`src/hdl/mbus_pkg.sv`:
```
package mbus_pkg;

	typedef struct packed
	{
		logic [3:0] prefix;
		logic [3:0] func;
	} addr_t;

	// Address goes out first, so it sits in the upper bits
	typedef struct packed
	{
		addr_t       addr;
		logic [31:0] data;
	} msg_t;

	// Opcode lives in data[31:28] of a control-channel message
	typedef enum logic [3:0]
	{
		op_nop             = 4'h0,
		op_addr_assign     = 4'h1, // New prefix in data[3:0]
		op_addr_invalidate = 4'h2
	} ctrl_op_e;

	typedef enum logic [1:0]
	{
		st_idle,
		st_addr,
		st_data
	} rx_state_e;

	parameter logic [3:0] BROADCAST_PREFIX = 4'h0;
	parameter logic [3:0] CHANNEL_CTRL     = 4'h0;
	parameter logic [3:0] MASTER_PREFIX    = 4'h1;

	// Start bit + 8 address bits + 32 data bits
	parameter int FRAME_BITS = 41;

endpackage

```
`src/hdl/mbus_rx_deframer.sv`:
```
`timescale 1ns/10ps

module mbus_rx_deframer (
	input  logic           CLK_EXT,
	input  logic           RESETn_local,
	input  logic           bus_clk,
	input  logic           bus_data,
	output mbus_pkg::msg_t frame,
	output logic           msg_valid
);

	localparam int CNT_W = $clog2(mbus_pkg::FRAME_BITS);

	logic [1:0]                         clk_sync;
	logic [1:0]                         data_sync;
	logic                               clk_prev;
	logic                               rise;
	logic                               bit_in;
	logic [CNT_W-1:0]                   bit_cnt;
	logic [$bits(mbus_pkg::msg_t)-1:0]  shreg;
	mbus_pkg::rx_state_e                state;

	always_ff @(posedge CLK_EXT or negedge RESETn_local)
	begin
		if (!RESETn_local)
		begin
			clk_sync  <= '0;
			data_sync <= '0;
			clk_prev  <= 1'b0;
			rise      <= 1'b0;
			bit_in    <= 1'b0;
		end
		else
		begin
			clk_sync  <= {clk_sync[0], bus_clk};
			data_sync <= {data_sync[0], bus_data};
			clk_prev  <= clk_sync[1];
			rise      <= clk_sync[1] & ~clk_prev; // Bus edge, 3 cycles behind the wire
			bit_in    <= data_sync[1];            // Aligned with rise
		end
	end

	always_ff @(posedge CLK_EXT or negedge RESETn_local)
	begin
		if (!RESETn_local)
		begin
			state     <= mbus_pkg::st_idle;
			bit_cnt   <= '0;
			msg_valid <= 1'b0;
		end
		else
		begin
			msg_valid <= 1'b0;
			if (rise)
			begin
				case (state)
					mbus_pkg::st_idle:
					begin
						bit_cnt <= '0;
						if (bit_in)
							state <= mbus_pkg::st_addr; // Start bit
					end
					mbus_pkg::st_addr:
					begin
						bit_cnt <= bit_cnt + 1'b1;
						if (bit_cnt == CNT_W'(7))
							state <= mbus_pkg::st_data;
					end
					mbus_pkg::st_data:
					begin
						bit_cnt <= bit_cnt + 1'b1;
						if (bit_cnt == CNT_W'(mbus_pkg::FRAME_BITS - 2))
						begin
							msg_valid <= 1'b1;
							state     <= mbus_pkg::st_idle;
						end
					end
					default:
						state <= mbus_pkg::st_idle;
				endcase
			end
		end
	end

	always_ff @(posedge CLK_EXT)
	begin
		if (rise && state != mbus_pkg::st_idle)
			shreg <= {shreg[$bits(shreg)-2:0], bit_in}; // MSB first
	end

	assign frame = mbus_pkg::msg_t'(shreg);

	a_valid_pulse: assert property (@(posedge CLK_EXT) disable iff (!RESETn_local)
		msg_valid |=> !msg_valid);

endmodule

```
`src/hdl/mbus_addr_rf.sv`:
```
`timescale 1ns/10ps

module mbus_addr_rf (
	input  logic       CLK_EXT,
	input  logic       RESETn_local,
	input  logic [3:0] addr_in,
	input  logic       addr_wr,
	input  logic       addr_clr,
	output logic [3:0] addr_out,
	output logic       addr_valid
);

	always_ff @(posedge CLK_EXT or negedge RESETn_local)
	begin
		if (!RESETn_local)
		begin
			addr_out   <= '0;
			addr_valid <= 1'b0;
		end
		else if (addr_clr)
		begin
			addr_valid <= 1'b0; // Prefix kept but no longer matched
		end
		else if (addr_wr)
		begin
			addr_out   <= addr_in;
			addr_valid <= 1'b1;
		end
	end

endmodule

```
`src/hdl/mbus_rx_filter.sv`:
```
`timescale 1ns/10ps

module mbus_rx_filter (
	input  logic           CLK_EXT,
	input  logic           RESETn_local,
	input  logic           master_en,
	input  mbus_pkg::msg_t frame,
	input  logic           msg_valid,
	input  logic [3:0]     addr_out,
	input  logic           addr_valid,
	output logic [3:0]     addr_in,
	output logic           addr_wr,
	output logic           addr_clr,
	output mbus_pkg::msg_t rx_msg,
	output logic           rx_req,
	input  logic           rx_ack,
	output logic           rx_fail
);

	logic                 is_bcast;
	logic                 is_ctrl;
	logic                 own_match;
	logic                 accept;
	logic                 deliver;
	mbus_pkg::ctrl_op_e   op;

	assign is_bcast = (frame.addr.prefix == mbus_pkg::BROADCAST_PREFIX);
	assign is_ctrl  = is_bcast && (frame.addr.func == mbus_pkg::CHANNEL_CTRL);
	assign op       = mbus_pkg::ctrl_op_e'(frame.data[31:28]);

	always_comb
	begin
		if (master_en)
			own_match = (frame.addr.prefix == mbus_pkg::MASTER_PREFIX);
		else
			own_match = addr_valid && (frame.addr.prefix == addr_out);
	end

	assign accept = is_bcast | own_match;

	// Master acknowledges its own control broadcasts internally
	assign deliver = msg_valid && accept && !(master_en && is_ctrl);

	// A member only takes an assignment while it has no prefix
	assign addr_in  = frame.data[3:0];
	assign addr_wr  = msg_valid && is_ctrl && !master_en && !addr_valid &&
		(op == mbus_pkg::op_addr_assign);
	assign addr_clr = msg_valid && is_ctrl && (op == mbus_pkg::op_addr_invalidate);

	always_ff @(posedge CLK_EXT or negedge RESETn_local)
	begin
		if (!RESETn_local)
		begin
			rx_req  <= 1'b0;
			rx_fail <= 1'b0;
		end
		else
		begin
			rx_fail <= deliver && rx_req; // Buffer full, message dropped
			if (rx_req)
			begin
				if (rx_ack)
					rx_req <= 1'b0;
			end
			else if (deliver)
			begin
				rx_req <= 1'b1;
			end
		end
	end

	always_ff @(posedge CLK_EXT)
	begin
		if (deliver && !rx_req)
			rx_msg <= frame;
	end

	a_req_fall: assert property (@(posedge CLK_EXT) disable iff (!RESETn_local)
		$fell(rx_req) |-> $past(rx_ack));

endmodule

```
`src/hdl/mbus_tx_framer.sv`:
```
`timescale 1ns/10ps

module mbus_tx_framer #(
	parameter int CLK_DIV = 4
) (
	input  logic           CLK_EXT,
	input  logic           RESETn_local,
	input  mbus_pkg::msg_t tx_msg,
	input  logic           tx_req,
	output logic           tx_ack,
	output logic           tx_succ,
	output logic           clkout,
	output logic           dout
);

	localparam int DIV_W = $clog2(CLK_DIV);
	localparam int CNT_W = $clog2(mbus_pkg::FRAME_BITS);

	logic                             busy;
	logic [DIV_W-1:0]                 div_cnt;
	logic [CNT_W-1:0]                 bit_cnt;
	logic [mbus_pkg::FRAME_BITS-1:0]  shreg;

	always_ff @(posedge CLK_EXT or negedge RESETn_local)
	begin
		if (!RESETn_local)
		begin
			busy    <= 1'b0;
			div_cnt <= '0;
			bit_cnt <= '0;
			tx_ack  <= 1'b0;
			tx_succ <= 1'b0;
		end
		else
		begin
			tx_ack  <= 1'b0;
			tx_succ <= 1'b0;
			if (!busy)
			begin
				if (tx_req)
				begin
					tx_ack  <= 1'b1;
					busy    <= 1'b1;
					div_cnt <= '0;
					bit_cnt <= '0;
				end
			end
			else if (div_cnt == DIV_W'(CLK_DIV - 1))
			begin
				div_cnt <= '0;
				bit_cnt <= bit_cnt + 1'b1;
				if (bit_cnt == CNT_W'(mbus_pkg::FRAME_BITS - 1))
				begin
					busy    <= 1'b0; // Last bit period done
					tx_succ <= 1'b1;
				end
			end
			else
			begin
				div_cnt <= div_cnt + 1'b1;
			end
		end
	end

	// Start bit in front of the message, shifted at each bit boundary
	always_ff @(posedge CLK_EXT)
	begin
		if (!busy && tx_req)
			shreg <= {1'b1, tx_msg};
		else if (busy && div_cnt == DIV_W'(CLK_DIV - 1))
			shreg <= {shreg[mbus_pkg::FRAME_BITS-2:0], 1'b0};
	end

	// Low in the first half of each bit, so data moves on the falling edge
	assign clkout = busy && (div_cnt >= DIV_W'(CLK_DIV / 2));
	assign dout   = busy && shreg[mbus_pkg::FRAME_BITS-1];

	a_ack_req: assert property (@(posedge CLK_EXT) disable iff (!RESETn_local)
		tx_ack |-> $past(tx_req));

endmodule

```
`src/hdl/mbus_layer.sv`:
```
`timescale 1ns/10ps

module mbus_layer #(
	parameter int CLK_DIV = 4
) (
	input  logic           CLK_EXT,
	input  logic           RESETn_local,
	input  logic           master_en,
	input  logic           clkin,
	input  logic           din,
	output logic           clkout,
	output logic           dout,
	input  mbus_pkg::msg_t tx_msg,
	input  logic           tx_req,
	output logic           tx_ack,
	output logic           tx_succ,
	output mbus_pkg::msg_t rx_msg,
	output logic           rx_req,
	input  logic           rx_ack,
	output logic           rx_fail
);

	logic           rx_clk;
	logic           rx_data;
	mbus_pkg::msg_t frame;
	logic           msg_valid;
	logic [3:0]     addr_in;
	logic           addr_wr;
	logic           addr_clr;
	logic [3:0]     addr_out;
	logic           addr_valid;

	// Master hears its own transmission
	assign rx_clk  = master_en ? clkout : clkin;
	assign rx_data = master_en ? dout : din;

	mbus_rx_deframer i_mbus_rx_deframer (
		.CLK_EXT      (CLK_EXT),
		.RESETn_local (RESETn_local),
		.bus_clk      (rx_clk),
		.bus_data     (rx_data),
		.frame        (frame),
		.msg_valid    (msg_valid)
	);

	mbus_rx_filter i_mbus_rx_filter (
		.CLK_EXT      (CLK_EXT),
		.RESETn_local (RESETn_local),
		.master_en    (master_en),
		.frame        (frame),
		.msg_valid    (msg_valid),
		.addr_out     (addr_out),
		.addr_valid   (addr_valid),
		.addr_in      (addr_in),
		.addr_wr      (addr_wr),
		.addr_clr     (addr_clr),
		.rx_msg       (rx_msg),
		.rx_req       (rx_req),
		.rx_ack       (rx_ack),
		.rx_fail      (rx_fail)
	);

	mbus_addr_rf i_mbus_addr_rf (
		.CLK_EXT      (CLK_EXT),
		.RESETn_local (RESETn_local),
		.addr_in      (addr_in),
		.addr_wr      (addr_wr),
		.addr_clr     (addr_clr),
		.addr_out     (addr_out),
		.addr_valid   (addr_valid)
	);

	mbus_tx_framer #(
		.CLK_DIV (CLK_DIV)
	) i_mbus_tx_framer (
		.CLK_EXT      (CLK_EXT),
		.RESETn_local (RESETn_local),
		.tx_msg       (tx_msg),
		.tx_req       (tx_req),
		.tx_ack       (tx_ack),
		.tx_succ      (tx_succ),
		.clkout       (clkout),
		.dout         (dout)
	);

endmodule

```
`config.mk`:
```
export PLATFORM = sky130hd
export DESIGN_NAME = mbus_layer
export DESIGN_NICKNAME = d
export VERILOG_FILES = /design/src/hdl/mbus_pkg.sv /design/src/hdl/mbus_rx_deframer.sv /design/src/hdl/mbus_addr_rf.sv /design/src/hdl/mbus_rx_filter.sv /design/src/hdl/mbus_tx_framer.sv /design/src/hdl/mbus_layer.sv
export SDC_FILE = /design/constraint.sdc
export NUM_CORES = 1
export LEC_CHECK = 0
export BUFFER_PORTS_ARGS = -buffer_cell sky130_fd_sc_hd__buf_4
export CELL_PAD_IN_SITES_DETAIL_PLACEMENT = 1
export CELL_PAD_IN_SITES_GLOBAL_PLACEMENT = 2
export CORE_MARGIN = 8
export CORE_UTILIZATION = 39
export DETAILED_ROUTE_END_ITERATION = 8
export GPL_TIMING_DRIVEN = 0
export PLACE_DENSITY_LB_ADDON = 0.1
export SYNTH_ARGS = -nofsm -noshare
export SYNTH_HDL_FRONTEND = slang
export SYNTH_HIERARCHICAL = 1
export SYNTH_SLANG_ARGS = --single-unit
```
`constraint.sdc`:
```
create_clock -name CLK_EXT -period 3.7 [get_ports CLK_EXT]
set_clock_uncertainty 0.2 [all_clocks]
set_input_delay 0.74 -clock CLK_EXT [delete_from_list [all_inputs] [get_ports CLK_EXT]]
set_output_delay 0.74 -clock CLK_EXT [all_outputs]
set_load 0.05 [all_outputs]
```
# == Word level (Yosys, flattened, before mapping) ==
# Cells that the tools add are included.
# op_classes
bitwise,4
order_cmp,1
muxes,32
eq_ne,14
n_reduce_logical,35
add_sub_neg,3
# op_table
cell,n
$mux W40,2
$mux W1,19
$mux W6,3
$logic_and A1 B1 Y1,17
$add A6 B1 Y6 const B,2
$eq A6 B6 Y1 const B,2
$mux W2,6
$pmux W6 S2,1
$reduce_bool A2 Y1,5
$eq A4 B1 Y1 const B,2
$logic_not A4 Y1,2
$eq A6 B3 Y1 const B,1
$ne A2 B1 Y1 const B,3
$pmux W2 S3,1
$reduce_and A2 Y1,3
$logic_not A1 Y1,5
$eq A2 B2 Y1 const B,2
$eq A4 B2 Y1 const B,1
$eq A4 B4 Y1,1
$reduce_and A4 Y1,1
$add A2 B1 Y2 const B,1
$eq A2 B1 Y1 const B,1
$ge A2 B2 Y1 const B,1
$logic_not A2 Y1,1
other kinds (5),6
# totals
wordCells,112
out_inout_bits,46
ff_bits,155
in_bits,47

# == Depth between registers and ports, before layout ==
# logic_depth
word_depth,8
mapped_depth,7

# == Hierarchy ==
# The synthesis kept the hierarchy.
# by_module_without_submodules
mod,area_each_um2,cells_per_inst,n_inst,seq_area_each_um2
mbus_tx_framer,2337.2,220,1,1496.4
mbus_rx_deframer,1928.1,107,1,1601.5
mbus_rx_filter,1438.9,70,1,1251.2
mbus_addr_rf,191.4,12,1,125.1
mbus_layer,22.5,2,1,0.0

# == Worst setup path after synthesis ==
# No wires, ideal clock.
# synth_timing
path_type,input port to flip-flop
start,in master_en
end,"reg, netlist name i_mbus_rx_filter/rx_msg[0]"
arrival_time_ps,2911
cell_stages,2
t_required_ps,3063
path_buffers,0
setup_slack_ps,151
path_cell_list,o41a_1 > nor2_1
# synth_via
elab_chain_len,5
word_cells_on_any_way,7
# synth_lines
item,line,source
from (decl),mbus_layer.sv:8,"input logic master_en,"
$mux W1,mbus_rx_filter.sv:33,if (master_en)
$or A1 B1 Y1,mbus_rx_filter.sv:39,assign accept = is_bcast | own_match;
$logic_and A1 B1 Y1,mbus_rx_filter.sv:42,assign deliver = msg_valid && accept && !(master_en && is_ctrl);
$logic_and A1 B1 Y1 (*),mbus_rx_filter.sv:42,
$logic_and A1 B1 Y1 (*),mbus_rx_filter.sv:74,if (deliver && !rx_req)
# Mark *: on every way between the ends. The rest lies on a longest branch, timed or not.
# A chain may end at the register's enable or synchronous reset.

# == Worst setup path after layout ==
# layout_timing
start,reg i_mbus_rx_deframer.shreg (netlist bit i_mbus_rx_deframer/frame[38])
end,"reg, netlist name i_mbus_rx_filter/rx_msg[34]"
# layout_via
elab_chain_len,7
word_cells_on_any_way,12
# layout_lines
item,line,source
from (decl),mbus_rx_deframer.sv:20,logic [$bits(mbus_pkg::msg_t)-1:0] shreg;
from (signal assigned),mbus_rx_deframer.sv:88,"shreg <= {shreg[$bits(shreg)-2:0], bit_in};"
$eq A4 B4 Y1,mbus_rx_filter.sv:36,own_match = addr_valid && (frame.addr.prefix == addr_out);
$logic_and A1 B1 Y1,mbus_rx_filter.sv:36,
$mux W1,mbus_rx_filter.sv:33,
$or A1 B1 Y1,mbus_rx_filter.sv:39,
$logic_and A1 B1 Y1,mbus_rx_filter.sv:42,
$logic_and A1 B1 Y1 (*),mbus_rx_filter.sv:42,
$logic_and A1 B1 Y1 (*),mbus_rx_filter.sv:74,
# Marks and branches as above.

==> impl_metrics.toml <==
[detailed_routing]
firstDrtPassIters = 4
drt_wl_total_um = 11600
drc = 0
ant_nets = 0
vias = 3458
drt-initial-drc-count = 131
vias_per_cell = 4.78
wire_per_inst_um = 16.0

[global_route]
grt_first_pass_wirelength_um = 19500
grt_max_degree = 44
grt_pass1_vias = 3784
grt.total_usage_pct = 12.9
antenna_found_initial = 0
grt.overflow.total = 0

[pwr]
swShare_pct = 28.9
p_sw_mw = 1.47
ir_drop_mv = 0.337
clock_power_share_pct = 32.0
powerDensity_nw_per_um2 = 682
sequentialPowerShare_pct = 51.0
p_int_mw = 3.62
p_leak_nw = 3.02
power_frac_comb_pct = 17.0

[critical_path]
critPathArrivalTime_ns = 2.42
r2r_cells = 5
path_class = "reg2reg"
cp.required_ns = 3.63
cp_slowest_cell = "nor2_4"
cpPeakStageDelay_ns = 0.55
cp-start-kind = "flop"
cp-end-kind = "flop"
crit_chain = "nor3_1 > o21ai_0 > o41a_1 > nor2_4 > buf_16"
crit_family = "simple AND/OR/NAND/NOR gates"
r2r_end = "i_mbus_rx_filter/rx_msg[34]$_DFFE_PP_"
cp_num_buf_inv = 1
r2r_start = "i_mbus_rx_deframer/frame[38]$_DFFE_PP_"
crit_fanout = 22
ff2ff_setup_slack_ns = 1.21

[die]
ios = 93
die_x_um = 139
fp.dieH_um = 139
rows = 45
die_area_sq_um = 19400
coreArea_sq_um = 15000
start_util_pct = 39.4

[flow_run]
max_cap_viol_count = 0

[synthesis]
ys_ff_latch = 155
syn_inst = 411
synthTopCellsByArea = "edfxtp_1 (61%), dfrtp_1 (14%), nand2_1 (8.0%), ha_1 (1.9%), buf_6 (1.3%)"
netlist_area_sq_um = 5920
seq_area_frac_synth_pct = 75.6
syn_nets = 467
synth_top_area_cell = "edfxtp_1"
synth_ff_type = "edfxtp_1"
yosys.area.top_type_share_pct = 60.9
synth_edf_count = 120
synth_cell_types = 47
syn_area_per_cell_sq_um = 14.4
ys_async_sr_fraction_pct = 21.9
ys_warn_count = 6

[timing]
rsz0062_at_grt = "no"
fin_setup_tns_ns = 0
slew_viol_final = 0
setup_viol_count_final = 0
max_freq_mhz = 401
worst_pin_slew_ns = 0.641
fin_crit_sh_pct = 67.4
period_needed_ns = 2.49
hold_viol_final = 0
timing.slew.headroom_pct = 57.1

[clock_network]
cts_tree = "yes"
cts_max_path_buffers = 2
holdBufCountCts = 0
numCtsBuffers = 17
cts_num_sinks = 155
cts-htree-levels = 4
postCtsResizedCells = 0
clk_pin_slew_worst_paths_ns = 0.06
cts_root_buffer = "clkbuf_16"
clk_latency_ns = 0.42
cts_setup_buffers = 0

[final_layout]
area_growth_pct = 26.0
nets = 580
design_area_sq_um = 7460
n_antenna_cell = 0
final_core_utilization_pct = 49.6
drive_above_1_share_pct = 29.7
stdcell_count = 724

[placed_design]
numPortBuffers = 92
dpl.cell_count = 693
dp_hpwl_um = 8110
place_congestion = 0.719
placed_area_sq_um = 6910

[run_status]
outcome = "complete, no violations"

[worst_hold_path]
hold_path.class = "in2async"
==> worst max-delay path by stage <==
stage / end / from / depth (start not counted)
6_report: i_mbus_rx_filter/rx_msg[34]$_DFFE_PP_ / i_mbus_rx_deframer/frame[38]$_DFFE_PP_ / 5
5_1_grt: i_mbus_rx_filter/rx_msg[33]$_DFFE_PP_ / i_mbus_rx_deframer/frame[38]$_DFFE_PP_ / 5
4_1_cts: i_mbus_rx_filter/rx_msg[34]$_DFFE_PP_ / i_mbus_rx_deframer/frame[38]$_DFFE_PP_ / 5
3_5_place_dp: i_mbus_rx_filter/rx_msg[21]$_DFFE_PP_ / master_en / 4
3_3_place_gp: i_mbus_rx_filter/rx_msg[13]$_DFFE_PP_ / master_en / 3
2_1_floorplan: i_mbus_rx_filter/rx_msg[0]$_DFFE_PP_ / master_en / 2
==> stage by stage <==
stage | hold slack [ns] | setup WS, ns | power, mW
floorplan | 0.131 | 0.151 | 3.19
global placement | 0.132 | -0.800 | 3.46
detailed placement | 0.138 | 0.951 | 3.52
CTS | 0.0732 | 1.12 | 5.18
global route | 0.0988 | 0.959 | 5.38
finish | 0.0660 | 1.21 | 5.09
==> state kept, by name, summed over array words and instances (netlist names) <==
register,flops
i_mbus_tx_framer/tx_ack,1
i_mbus_rx_deframer/clk_sync,2
i_mbus_tx_framer/tx_succ,1
i_mbus_rx_deframer/frame,40
i_mbus_rx_deframer/data_sync,2
i_mbus_rx_deframer/bit_cnt,6
i_mbus_rx_filter/rx_req,1
i_mbus_tx_framer/shreg,41
i_mbus_rx_deframer/state,2
i_mbus_rx_deframer/msg_valid,1
i_mbus_rx_deframer/bit_in,1
i_mbus_tx_framer/bit_cnt,6
i_mbus_addr_rf/addr_valid,1
i_mbus_tx_framer/busy,1
i_mbus_rx_filter/rx_msg,40
i_mbus_rx_filter/rx_fail,1
i_mbus_rx_deframer/rise,1
i_mbus_rx_deframer/clk_prev,1
i_mbus_addr_rf/addr_out,4
i_mbus_tx_framer/div_cnt,2
==> area by class of cell <==
class,count,area [sq um]
Clock inverter,14,128
Inverter,13,53.8
Timing Repair Buffer,94,738
Sequential cell,155,4470
Buffer,15,136
Multi-Input combinational cell,228,1270
Tap cell,188,235
Clock buffer,17,425
Fill cell,1512,7570
==> layer usage <==
layer | GRT usage (%) | up-vias | part of all wire, %
met5 | 0 | - | 0
met4 | 6.24 | 0 | 1.5
met3 | 4.44 | 15 | 5.5
met2 | 19.7 | 83 | 47
met1 | 16.1 | 1692 | 46
li1 | - | 1668 | -
==> Yosys cell counts (6+ instances only) <==
master / instances
nand2_1: 126
buf_6: 7
mux2_2: 6
dfrtp_1: 34
nand3_1: 10
ha_1: 9
edfxtp_1: 120
nor2_1: 11
inv_1: 12
o21ai_0: 10
buf_4: 7
==> power by group through the flow <==
| stage | clock (mW) | sequential, mW | combinational [mW] |
|---|---|---|---|
| 6_report | 1.63 | 2.60 | 0.865 |
| 4_1_cts | 1.69 | 2.60 | 0.890 |
| 2_1_floorplan | 0 | 2.58 | 0.605 |
| 3_5_place_dp | 0 | 2.63 | 0.887 |
| 3_3_place_gp | 0 | 2.63 | 0.827 |
| 5_1_grt | 1.75 | 2.65 | 0.982 |
==> worst reg2reg max path, stage by stage, from the launching register on <==
cell and delay (ns):
edfxtp_1 0.45, nor3_1 0.37, o21ai_0 0.17, o41a_1 0.21, nor2_4 0.55, buf_16 0.25
==> cells by family after synthesis <==
| logic type | synth area share [%] |
|---|---|
| AO/OA/AOI/OAI | 3.55 |
| XOR/XNOR | 0.740 |
| adder cells (fa/ha/maj) | 1.90 |
| buffers and inverters | 3.21 |
| flip-flops | 75.6 |
| multiplexers | 1.92 |
| AND/OR/NAND/NOR | 13.1 |
==> placed cells by master (no fill, tap or decap), types with 2 or more instances in the layout <==
cell,instances
nor2b_1,3
buf_4,99
ha_1,9
buf_6,7
inv_1,12
clkbuf_16,17
nor2_1,10
nor3b_1,3
nand2_1,126
dfrtp_1,34
o21ai_0,10
inv_6,6
mux2i_1,2
nor2b_4,2
inv_8,4
nand3_1,10
nor3_1,4
clkinv_4,3
a22o_1,2
o21a_1,2
mux2_2,6
o31ai_1,3
and2_1,3
xor2_1,2
xnor2_1,3
nand4_1,4
edfxtp_1,120
nand2b_1,3
Power figures use the tool's default switching activity.
